--- config.mk ---
export PLATFORM = sky130hd
export DESIGN_NAME = smc_top
export DESIGN_NICKNAME = d
export VERILOG_FILES = /design/src/common/smc_pkg.sv /design/src/smc_apb/smc_cfreg.sv /design/src/smc_apb/smc_apb_if.sv /design/src/rtl/smc_state.sv /design/src/rtl/smc_wait_counter.sv /design/src/rtl/smc_data_path.sv /design/src/rtl/smc_top.sv
export VERILOG_INCLUDE_DIRS = /design/src /design/src/common
export SDC_FILE = /design/constraint.sdc
export NUM_CORES = 1
export LEC_CHECK = 0
export ABC_CLOCK_PERIOD_IN_PS = 1750
export BUFFER_PORTS_ARGS = -buffer_cell sky130_fd_sc_hd__buf_4
export CORE_ASPECT_RATIO = 1.25
export CORE_MARGIN = 3
export CORE_UTILIZATION = 38
export DETAILED_ROUTE_END_ITERATION = 10
export GPL_ROUTABILITY_DRIVEN = 0
export PLACE_DENSITY = 0.73
export SLEW_MARGIN = 15
export SYNTH_ARGS = -nofsm -noshare
export SYNTH_HDL_FRONTEND = slang
export SYNTH_SLANG_ARGS = --single-unit
--- constraint.sdc ---
create_clock -name pclk -period 1.75 [get_ports pclk]
set_input_delay 0.175 -clock pclk [delete_from_list [all_inputs] [get_ports pclk]]
set_output_delay 0.175 -clock pclk [all_outputs]
set_load 0.005 [all_outputs]
--- src/common/smc_consts.svh ---
/*
  Width and offset constants for the static memory controller.
  Only one configuration register exists, at SMC_CFG_OFFSET.
  SMC_PADDR_W must stay wide enough to hold SMC_CFG_OFFSET.
*/
`ifndef SMC_CONSTS_SVH
`define SMC_CONSTS_SVH

// ------------------------------
// Bus widths
// ------------------------------
`define SMC_DATA_W   32       // Host, APB and memory data
`define SMC_PADDR_W  5        // APB address, byte offsets 0x00..0x1f
`define SMC_MADDR_W  8        // Memory word address, 256 words

// ------------------------------
// Configuration register
// ------------------------------
`define SMC_WAIT_W   4        // One wait-state field, 0..15 extra cycles

// Single decoded register
`define SMC_CFG_OFFSET 5'h00

`endif

--- src/common/smc_pkg.sv ---
/*
  Shared types for the static memory controller.
  Widths come from smc_consts.svh.
  smc_cfg_t holds only the 9 implemented bits, read-back zero-extends it.
*/
`include "smc_consts.svh"

package smc_pkg;

  typedef logic [`SMC_DATA_W-1:0]  smc_data_t;   // Data word
  typedef logic [`SMC_PADDR_W-1:0] smc_paddr_t;  // APB byte address
  typedef logic [`SMC_MADDR_W-1:0] smc_maddr_t;  // Memory word address
  typedef logic [`SMC_WAIT_W-1:0]  smc_wait_t;   // Wait-state count

  // Config register layout, MSB first: bit 8, bits 7:4, bits 3:0
  typedef struct packed {
    logic      enable;   // Accept host requests
    smc_wait_t wr_wait;  // Extra write strobe cycles
    smc_wait_t rd_wait;  // Extra read strobe cycles
  } smc_cfg_t;

  // Host request, one word
  typedef struct packed {
    smc_maddr_t addr;
    smc_data_t  wdata;
    logic       write;   // 1 = write, 0 = read
  } smc_req_t;

  // SRAM-style bus, strobes active low
  typedef struct packed {
    smc_maddr_t addr;
    smc_data_t  wdata;
    logic       cs_n;
    logic       oe_n;
    logic       we_n;
  } smc_mem_out_t;

  typedef enum logic [1:0] {SMC_IDLE, SMC_STROBE, SMC_DONE} smc_state_t;

endpackage

--- src/smc_apb/smc_cfreg.sv ---
/*
  Configuration register, 9 bits, cleared by reset.
  Loads pwdata[8:0] on a selected write, upper bits ignored.
  Read-back is zero-extended and zero while unselected.
*/
`timescale 1ns/1ps

module smc_cfreg
  import smc_pkg::*;
(
  input  logic      pclk,
  input  logic      rst_n,
  input  logic      selreg,  // From address decode
  input  logic      pwrite,
  input  smc_data_t pwdata,
  output smc_data_t rdata,
  output smc_cfg_t  cfg
);

  localparam int CFG_W = $bits(smc_cfg_t);  // 9 implemented bits

  smc_cfg_t cfg_q;

  // ------------------------------
  // Register write
  // ------------------------------
  always_ff @(posedge pclk)
  begin
    if (!rst_n)
    begin
      cfg_q <= '0;  // Controller disabled, zero waits
    end
    else if (selreg && pwrite)
    begin
      cfg_q <= smc_cfg_t'(pwdata[CFG_W-1:0]);
    end
  end

  // Upper bits read as zero
  always_comb
  begin
    rdata = '0;
    if (selreg)
    begin
      rdata[CFG_W-1:0] = cfg_q;
    end
  end

  assign cfg = cfg_q;  // To state machine and wait counter

endmodule

--- src/smc_apb/smc_apb_if.sv ---
/*
  APB slave for the controller's single configuration register.
  No pready or pslverr: every access completes in its enable cycle.
  Offsets other than SMC_CFG_OFFSET read zero and drop writes.
*/
`timescale 1ns/1ps
`include "smc_consts.svh"

module smc_apb_if
  import smc_pkg::*;
(
  input  logic       pclk,
  input  logic       rst_n,
  input  logic       psel,     // APB select
  input  logic       penable,  // Access phase
  input  logic       pwrite,   // 1 = write
  input  smc_paddr_t paddr,
  input  smc_data_t  pwdata,
  output smc_data_t  prdata,
  output smc_cfg_t   cfg       // Live register contents
);

  logic      selreg;     // Config register selected in access phase
  smc_data_t cfg_rdata;  // Register read-back, zero when unselected

  // ------------------------------
  // Register select decode
  // ------------------------------
  always_comb
  begin
    selreg = 1'b0;
    if (psel && penable)
    begin
      selreg = (paddr == `SMC_CFG_OFFSET);  // Only one register decoded
    end
  end

  smc_cfreg u_cfreg (
    .pclk   (pclk),
    .rst_n  (rst_n),
    .selreg (selreg),
    .pwrite (pwrite),
    .pwdata (pwdata),
    .rdata  (cfg_rdata),
    .cfg    (cfg)
  );

  // Read mux, only a selected read drives data
  assign prdata = (selreg && !pwrite) ? cfg_rdata : '0;

endmodule

--- src/rtl/smc_state.sv ---
/*
  Access sequencer: SMC_IDLE -> SMC_STROBE -> SMC_DONE -> SMC_IDLE.
  Strobe phase length is set by the wait counter via wait_last.
  req_ready only in SMC_IDLE with cfg.enable set.
  done flags the done cycle of a read only; writes get no response.
*/
`timescale 1ns/1ps

module smc_state
  import smc_pkg::*;
(
  input  logic     pclk,
  input  logic     rst_n,
  input  smc_cfg_t cfg,
  input  logic     req_valid,
  input  logic     req_write,  // Direction of the offered request
  input  logic     wait_last,  // Final strobe cycle
  output logic     req_ready,
  output logic     accept,     // Request taken this edge
  output logic     in_strobe,
  output logic     done        // Read response cycle
);

  smc_state_t state_q;
  smc_state_t state_d;
  logic       acc_write_q;  // Direction of the access in flight

  // ------------------------------
  // Handshake
  // ------------------------------
  assign req_ready = (state_q == SMC_IDLE) && cfg.enable;
  assign accept    = req_ready && req_valid;  // Counter loads on this too

  // ------------------------------
  // Next state
  // ------------------------------
  always_comb
  begin
    state_d = state_q;  // Hold by default
    case (state_q)
      SMC_IDLE:
      begin
        if (accept)
        begin
          state_d = SMC_STROBE;
        end
      end
      SMC_STROBE:
      begin
        if (wait_last)
        begin
          state_d = SMC_DONE;  // N+1 strobe cycles complete
        end
      end
      SMC_DONE:
      begin
        state_d = SMC_IDLE;  // Single turnaround cycle
      end
      default:
      begin
        state_d = SMC_IDLE;
      end
    endcase
  end

  always_ff @(posedge pclk)
  begin
    if (!rst_n)
    begin
      state_q     <= SMC_IDLE;
      acc_write_q <= 1'b0;
    end
    else
    begin
      state_q <= state_d;
      if (accept)
      begin
        acc_write_q <= req_write;  // Held until next accept
      end
    end
  end

  assign in_strobe = (state_q == SMC_STROBE);
  assign done      = (state_q == SMC_DONE) && !acc_write_q;  // Reads only

endmodule

--- src/rtl/smc_wait_counter.sv ---
/*
  Loadable down-counter for strobe wait states.
  Loads rd_wait or wr_wait at accept, so later config writes
  do not touch the access in flight. last marks the final strobe cycle.
*/
`timescale 1ns/1ps

module smc_wait_counter
  import smc_pkg::*;
(
  input  logic     pclk,
  input  logic     rst_n,
  input  logic     load,      // Accept cycle
  input  smc_cfg_t cfg,
  input  logic     write,     // Picks wr_wait over rd_wait
  input  logic     count_en,  // High through the strobe phase
  output logic     last
);

  smc_wait_t cnt_q;

  always_ff @(posedge pclk)
  begin
    if (!rst_n)
    begin
      cnt_q <= '0;
    end
    else if (load)
    begin
      cnt_q <= write ? cfg.wr_wait : cfg.rd_wait;
    end
    else if (count_en && (cnt_q != '0))
    begin
      cnt_q <= cnt_q - 1'b1;  // Stops at zero
    end
  end

  assign last = count_en && (cnt_q == '0);  // N waits -> N+1 strobe cycles

endmodule

--- src/rtl/smc_data_path.sv ---
/*
  Request capture and SRAM bus drive.
  Address and write data hold from accept to the next accept.
  Read data is sampled every read strobe cycle, last sample kept.
  mem_rdata is assumed valid by the end of the final strobe cycle.
*/
`timescale 1ns/1ps

module smc_data_path
  import smc_pkg::*;
(
  input  logic         pclk,
  input  logic         rst_n,
  input  logic         accept,
  input  smc_req_t     req,
  input  logic         in_strobe,
  input  logic         done,       // Read done cycle from the FSM
  output smc_mem_out_t mem_out,
  input  smc_data_t    mem_rdata,
  output logic         rsp_valid,
  output smc_data_t    rsp_rdata
);

  smc_req_t  req_q;    // Latched request, direction included
  smc_data_t rdata_q;

  // ------------------------------
  // Request and read capture
  // ------------------------------
  always_ff @(posedge pclk)
  begin
    if (!rst_n)
    begin
      req_q <= '0;
    end
    else if (accept)
    begin
      req_q <= req;
    end
  end

  always_ff @(posedge pclk)
  begin
    if (in_strobe && !req_q.write)
    begin
      rdata_q <= mem_rdata;  // Overwritten until strobe ends
    end
  end

  // Bus drive
  assign mem_out.addr  = req_q.addr;
  assign mem_out.wdata = req_q.wdata;
  assign mem_out.cs_n  = !in_strobe;
  assign mem_out.oe_n  = !(in_strobe && !req_q.write);
  assign mem_out.we_n  = !(in_strobe && req_q.write);

  assign rsp_valid = done;     // One cycle, no back-pressure
  assign rsp_rdata = rdata_q;

endmodule

--- src/rtl/smc_top.sv ---
/*
  Static memory controller top level.
  APB config port, single-word host port, async SRAM-style bus.
  Host must not be stalled on rsp_valid; there is no response ready.
*/
`timescale 1ns/1ps

module smc_top
  import smc_pkg::*;
(
  input  logic         pclk,
  input  logic         rst_n,
  // APB
  input  logic         psel,
  input  logic         penable,
  input  logic         pwrite,
  input  smc_paddr_t   paddr,
  input  smc_data_t    pwdata,
  output smc_data_t    prdata,
  // Host
  input  logic         req_valid,
  input  smc_req_t     req,
  output logic         req_ready,
  output logic         rsp_valid,
  output smc_data_t    rsp_rdata,
  // Memory
  output smc_mem_out_t mem_out,
  input  smc_data_t    mem_rdata
);

  smc_cfg_t cfg;
  logic     accept;
  logic     in_strobe;
  logic     done;
  logic     wait_last;

  // ------------------------------
  // Config and control
  // ------------------------------
  smc_apb_if u_apb_if (
    .pclk    (pclk),
    .rst_n   (rst_n),
    .psel    (psel),
    .penable (penable),
    .pwrite  (pwrite),
    .paddr   (paddr),
    .pwdata  (pwdata),
    .prdata  (prdata),
    .cfg     (cfg)
  );

  smc_state u_state (
    .pclk      (pclk),
    .rst_n     (rst_n),
    .cfg       (cfg),
    .req_valid (req_valid),
    .req_write (req.write),
    .wait_last (wait_last),
    .req_ready (req_ready),
    .accept    (accept),
    .in_strobe (in_strobe),
    .done      (done)
  );

  smc_wait_counter u_wait_counter (
    .pclk     (pclk),
    .rst_n    (rst_n),
    .load     (accept),
    .cfg      (cfg),
    .write    (req.write),  // Sampled with load
    .count_en (in_strobe),
    .last     (wait_last)
  );

  // Memory side
  smc_data_path u_data_path (
    .pclk      (pclk),
    .rst_n     (rst_n),
    .accept    (accept),
    .req       (req),
    .in_strobe (in_strobe),
    .done      (done),
    .mem_out   (mem_out),
    .mem_rdata (mem_rdata),
    .rsp_valid (rsp_valid),
    .rsp_rdata (rsp_rdata)
  );

endmodule

==> Flow_metrics.wiki, run 1 <==
{| class="wikitable"
! Metric !! Value
|-
| Mean Syn Cell Area || 10.47 µm²
|-
| Critical path peak fanout || 9
|-
| Run status || finished clean
|-
| Clock Sinks || slightly below 90
|-
| Area of the mapped netlist || 3507 µm²
|-
| Maximum operating frequency || between 600 and 700 MHz
|-
| Number of global-route vias before repair || 3081
|-
| Synthesized netlist cell count || 335
|-
| Cell type contributing the most total cell area after synthesis || sky130_fd_sc_hd__dfxtp_1
|-
| Power share of the clock group || 35.5%
|-
| # H-tree levels || 3
|-
| Worst hold margin || 0.06297 ns
|-
| Internal power contribution || 2972 µW
|-
| Count of vias placed by the detailed router || 3043
|-
| Post-route clock skew || roughly 0.0066 ns
|-
| Wire length of the first global-routing pass || 15.60 mm
|-
| Core Util, Final || 61.29%
|-
| Full die area || 10430 µm²
|-
| Drt first-iter violations || 114
|-
| Commonest cells after routing, fill and taps aside || 186 x sky130_fd_sc_hd__buf_4, 101 x sky130_fd_sc_hd__nand2_1, 56 x sky130_fd_sc_hd__dfxtp_1
|-
| Synthesis-stage register bit count || 88
|-
| Count of buffer and inverter cells on the critical path || 2
|-
| Post-CTS setup-driven buffer insertion count || 0
|-
| Count of yosys warnings during synthesis || 0
|-
| Cell at the root of the clock tree || sky130_fd_sc_hd__clkbuf_8
|-
| Number of distinct standard cells referenced by the synthesized netlist || 38
|-
| Number of antenna violations at the first check in global routing || 0
|-
| Critical path data arrival time || 1.43 ns
|-
| Fraction of power consumed by sequential logic || 56.7%
|-
| Total CTS buffers || 9
|-
| Post-synth top area share || 31.97%
|-
| Number of buffers on the longest clock path || 2
|-
| Max Cap Viol || 0
|-
| TritonCTS clock tree || yes
|-
| Vertical die dimension || 113.4 µm
|-
| Number of standard-cell rows in the floorplan || 38
|-
| CP delay by family, top || simple AND/OR/NAND/NOR gates
|-
| DR DRC count || 0
|-
| Setup slack of the most critical reg-to-reg path || 0.26 ns
|-
| Ratio of cells with drive above 1 in the final layout || a little under two fifths
|-
| Worst ir drop on vdd || between 0.3 and 0.4 mV
|-
| Element type at the critical path end || output port
|-
| Final count of negative-setup-slack endpoints || 0
|-
| Final routed wirelength across all metal layers || between 9 and 10 mm
|-
| Number of buffer cells added on primary ports || 178
|-
| Routed len/inst || 14.77 µm
|-
| Leak Pwr || 0.002302 µW
|-
| Number of I/O pins || roughly 230
|-
| Hold violation count in the final report || 0
|-
| Most frequent CP cell || sky130_fd_sc_hd__buf_4
|-
| Total inserted antenna cells || 0
|-
| ANT nets after route || 0
|-
| Pwr Density || 689.0 nW/µm²
|-
| Setup Crit Path Kind || primary input to output port
|-
| Drt first pass iters || 4
|-
| Layout-stage area growth over the synthesis result || 54.55%
|-
| Worst Max-Slew Pin Slew || ~0.54 ns
|-
| Comb power frac || 7.9%
|-
| Sequential area share after synthesis || 59.36%
|-
| Worst-case headroom to the max-slew limit || 63.80%
|-
| Starting density of the core || 39.66%
|-
| Register clock-pin slew on the reported worst setup and hold paths || around 0.080 ns
|-
| Leading cell type in the layout, fill and taps excluded || sky130_fd_sc_hd__buf_4
|-
| Pin count of the biggest net entering global routing || 33
|-
| RSZ-0062 raised after global routing || no
|-
| Worst Setup Start Kind || primary input
|-
| Final clock period utilization by the worst path || 91.47%
|-
| Min Tclk post-route || 1.601 ns
|-
| Grt total ovfl || 0
|-
| Source-to-sink clock delay at the later pin of the worst-skew pair || 0.35 ns
|-
| Max stage delay on crit path || 0.55 ns
|-
| Critical-path cell with the highest stage delay || sky130_fd_sc_hd__or4_4
|-
| Switching power total || about 760 µW
|-
| Final HPWL DP || 6.828 mm
|-
| Switching Share || between 20 and 25%
|-
| Max-slew violation total from the final report || 0
|-
| Main area contributors after synthesis || sky130_fd_sc_hd__dfxtp_1 32%, sky130_fd_sc_hd__edfxtp_1 27%, sky130_fd_sc_hd__nand2_1 11%
|-
| Overall die width || 91.93 µm
|-
| Placeable Area || 8843 µm²
|-
| Summed negative setup slack over all endpoints || 0 ns
|-
| Cell-by-cell listing of the critical path || buf_4 > or4_4 > nor3_4 > and2_1 > buf_4
|-
| Worst min-delay path class || primary input to flop
|-
| Number of nets in the finished design || 663
|-
| Mean number of vias per cell || 4.535
|-
| Worst EP required || between 1.5 and 2 ns
|-
| GRT Util Overall || 19.02%
|}
==> metrics by stage <==
stage	setup slack (ns)	area (µm²)	instances	total power, µW
2_1_floorplan	0.03603	3590	357	2258
3_3_place_gp	0.1530	4918	623	2389
5_1_grt	0.06793	5420	671	3896
6_report	0.1493	5420	671	3735
4_1_cts	0.1380	5420	671	3779
3_5_place_dp	0.1379	4918	623	2395
==> flip-flops by register name (all words and copies together) (netlist names) <==
| register | flops |
|---|---|
| u_state.state_q | 2 |
| u_state.acc_write_q | 1 |
| u_data_path.mem_out | 40 |
| u_apb_if.u_cfreg.cfg | 9 |
| u_wait_counter.cnt_q | 4 |
| u_data_path.rsp_rdata | 32 |
==> per-layer routing <==
| metal | up-vias | track usage, % | wire [µm] |
|---|---|---|---|
| met1 | 1393 | 21.86 | 3914 |
| met4 | 0 | 7.730 | 155 |
| met5 | - | 0 | 0 |
| met3 | 10 | 5.673 | 954 |
| met2 | 145 | 33.04 | 4888 |
| li1 | 1495 | - | - |
==> worst min-delay path, stage by stage <==
cell                       delay [ns]
sky130_fd_sc_hd__buf_4           0.11
sky130_fd_sc_hd__nand2_1         0.04
sky130_fd_sc_hd__a21boi_1        0.04
==> kinds of logic (layout without fill, tap and decap cells) <==
family,count (synthesis),in the layout,share of synthesized area [%]
simple gates,133,133,17.62
flops,88,88,59.37
compound gates,52,52,10.70
buf+inv,47,241,7.991
mux,13,13,3.853
fa+ha+maj,1,1,0.3567
other cells,1,23,0.1069
==> path summary, 6_finish.rpt <==
kind,start,end,cells past startpoint
setup reg to reg,u_wait_counter.cnt_q[0],u_wait_counter.cnt_q[1],5
setup / recovery,paddr[0],prdata[2],5
hold / removal,req[12],u_data_path.mem_out[14],3
hold reg to reg,u_data_path.mem_out[39],u_data_path.mem_out[39],2
==> what timing repair did <==
action / in CTS / in global routing
hold buffers: 32 / 0
gates resized for setup: 0 / 0
hold endpoints to repair: 32 / 0
==> synth_stat cells (all sizes together) <==
library cell / number
ha: 1
nand2: 101
and3b: 1
and2b: 1
and2: 10
and4: 1
nand2b: 2
or3: 1
nand4bb: 1
inv: 6
a311oi: 1
edfxtp: 32
a31oi: 2
o21bai: 1
nor3b: 3
conb: 1
mux2: 4
nand3b: 1
nor4bb: 1
or4: 2
o21ai: 6
nand4b: 1
a21boi: 41
o2111ai: 1
mux2i: 9
nor3: 4
and3: 1
nand3: 2
dfxtp: 56
buf: 32
clkbuf: 9
==> area by class of cell <==
type                            count  area, µm²
Multi-Input combinational cell    222       1247
Clock inverter                      4      46.29
Timing Repair Buffer              219       1737
Clock buffer                       12      135.1
Tap cell                          120      150.1
Inverter                            6      22.52
Sequential cell                    88       2082
Fill cell                         782       3423
==> power by group through the flow <==
stage          combinational (µW)  clock (µW)  sequential [µW]
2_1_floorplan                92.7           0             2160
3_5_place_dp                  230           0             2160
4_1_cts                       291        1370             2120
5_1_grt                       318        1460             2120
6_report                      294        1320             2120
3_3_place_gp                  225           0             2160
Power figures use the tool's default switching activity.
==> run 2: changes to the inputs <==
Settings changed: PLACE_DENSITY 0.73 to 0.74.
==> run 2 against run 1 <==
Net effect: routed wire length decreased by 0.86%; sequential share of layout area about the same; highest routed layer unchanged; global-route usage down 0.69 points; critical endpoint unchanged; critical path depth stayed put; fmax down 1.1%.
==> Flow_metrics.wiki, run 2 (same netlist as run 1, synthesis figures left out) <==
{| class="wikitable"
! Metric !! Value
|-
| Core Util, Final || 61.32%
|-
| Pin count of the biggest net entering global routing || 42
|-
| Worst EP required || 1.57 ns
|-
| Critical R2R Capture || u_wait_counter.cnt_q[2]
|-
| TritonCTS clock tree || yes
|-
| Area used by multi-input combinational logic || 1247 µm²
|-
| Critical register-to-register path startpoint || u_state.state_q[0]
|-
| Register clock-pin slew on the reported worst setup and hold paths || 0.08 ns
|-
| Critical path peak fanout || 9
|-
| Final routed wirelength across all metal layers || 9.828 mm
|-
| Element type at the critical path end || output port
|-
| Drt first pass iters || 4
|-
| Max-slew violation total from the final report || 0
|-
| Starting density of the core || ~40%
|-
| Summed negative setup slack over all endpoints || 0 ns
|-
| Number of I/O pins || 225
|-
| Layout-stage area growth over the synthesis result || 54.62%
|-
| Number of flip-flops in the largest register || 40
|-
| # H-tree levels || 3
|-
| # fillers || between 700 and 800
|-
| Wire length of the first global-routing pass || 14.75 mm
|-
| Clock Sinks || 88
|-
| Leak Pwr || around 0.0023 µW
|-
| RSZ-0062 raised after global routing || no
|-
| Final count of negative-setup-slack endpoints || 0
|-
| Critical path data arrival time || 1.44 ns
|-
| Worst Slack Setup Final || 0.1307 ns
|-
| DR DRC count || 0
|-
| Post-CTS setup-driven buffer insertion count || 0
|-
| Number of antenna violations at the first check in global routing || 0
|-
| Min-Delay Startpoint || req[11]
|-
| Placeable Area || 8843 µm²
|-
| Setup Crit Path Kind || primary input to output port
|-
| Count of vias placed by the detailed router || 3052
|-
| Worst-case headroom to the max-slew limit || 63.43%
|-
| Cell at the root of the clock tree || sky130_fd_sc_hd__clkbuf_8
|-
| Max Cap Viol || 0
|-
| Post-route clock skew || 0.005608 ns
|-
| Overall die width || 91.93 µm
|-
| Number of standard-cell rows in the floorplan || 38
|-
| Placement Setup Slack || 0.1137 ns
|-
| Source-to-sink clock delay at the later pin of the worst-skew pair || between 0.3 and 0.4 ns
|-
| Final HPWL DP || 6.651 mm
|-
| Total inserted antenna cells || 0
|-
| Commonest cells after routing, fill and taps aside || 183 x sky130_fd_sc_hd__buf_4, 101 x sky130_fd_sc_hd__nand2_1, 56 x sky130_fd_sc_hd__dfxtp_1
|-
| Mean number of vias per cell || 4.562
|-
| Number of buffers on the longest clock path || 2
|-
| Number of global-route vias before repair || about 2900
|-
| Hold_buf cts || 32
|-
| Worst ir drop on vdd || 0.3261 mV
|-
| Run status || finished clean
|-
| Ratio of cells with drive above 1 in the final layout || 38.07%
|-
| Routed len/inst || about 15 µm
|-
| GRT Util Overall || 18.33%
|-
| Worst Max-Slew Pin Slew || between 0.5 and 0.6 ns
|-
| Min Tclk post-route || 1.619 ns
|-
| Setup slack of the most critical reg-to-reg path || 0.24 ns
|-
| ANT nets after route || 0
|-
| Maximum operating frequency || between 600 and 700 MHz
|-
| Vertical die dimension || 113.4 µm
|-
| Number of buffer cells added on primary ports || 178
|-
| Grt total ovfl || 0
|-
| Total Power || 3749 µW
|-
| Hold violation count in the final report || 0
|-
| Depth of the worst register-to-register path || 4
|-
| Hold path depth || 3
|-
| Leading cell type in the layout, fill and taps excluded || sky130_fd_sc_hd__buf_4
|-
| Drt first-iter violations || 80
|-
| Pwr Density || 691.4 nW/µm²
|-
| Area of all sequential standard cells || ~2100 µm²
|-
| Worst min-delay path class || primary input to flop
|-
| Total CTS buffers || 9
|-
| Full die area || about 10000 µm²
|-
| Number of nets in the finished design || 661
|-
| Cells resized by post-CTS repair || 0
|-
| Worst Setup Start Kind || primary input
|-
| Worst Hold Endpoint || u_data_path.mem_out[13]
|-
| Final clock period utilization by the worst path || 92.53%
|}
run 2: metrics by stage:
| step | cells | hold WS [ns] | instance area, µm² |
|---|---|---|---|
| finish | 669 | 0.05676 | 5423 |
| detailed placement | 621 | 0.3547 | 4916 |
| floorplan | 357 | 0.2739 | 3590 |
| CTS | 669 | 0.03798 | 5423 |
| global placement | 621 | 0.3534 | 4916 |
| global route | 669 | 0.05531 | 5423 |
run 2: metal layers:
layer | up-vias | wire [µm] | track usage, % | part of all wire (%)
li1 | 1487 | - | - | -
met1 | 1398 | 3685 | 19.32 | 37
met2 | 152 | 4811 | 32.31 | 49
met3 | 15 | 1087 | 6.332 | 11
met4 | 0 | 243 | 9.316 | 2.5
met5 | - | 0 | 0 | 0
run 2: power by group:
group          internal [µW]  total (µW)  switching (µW)
Clock                    645        1340             695
Sequential              2120        2120           0.986
Combinational            200         292            92.5
Total                   2960        3750             789
run 2: area by class of cell:
class / instances / share of cell area [%]
repair buffers: 217 / 31.98
multi-input cells: 222 / 23.00
well taps: 120 / 2.769
flip-flops and latches: 88 / 38.39
inverters: 6 / 0.4153
clock inverters: 7 / 1.154
clock buffers: 9 / 2.284
run 2: how the worst max path moves through the flow:
stage / start / to / slack [ns]
finish: paddr[0] / prdata[2] / 0.13
global route: paddr[0] / prdata[8] / 0.06
CTS: paddr[0] / prdata[2] / 0.11
detailed placement: paddr[0] / prdata[7] / 0.11
global placement: paddr[0] / prdata[7] / 0.15
floorplan: u_state.state_q[1] / u_data_path.rsp_rdata[0] / 0.04
run 2: critical path: stages:
cell and delay [ns]:
sky130_fd_sc_hd__buf_4 0.11, sky130_fd_sc_hd__or4_4 0.55, sky130_fd_sc_hd__nor3_4 0.32, sky130_fd_sc_hd__and2_1 0.19, sky130_fd_sc_hd__buf_4 0.11
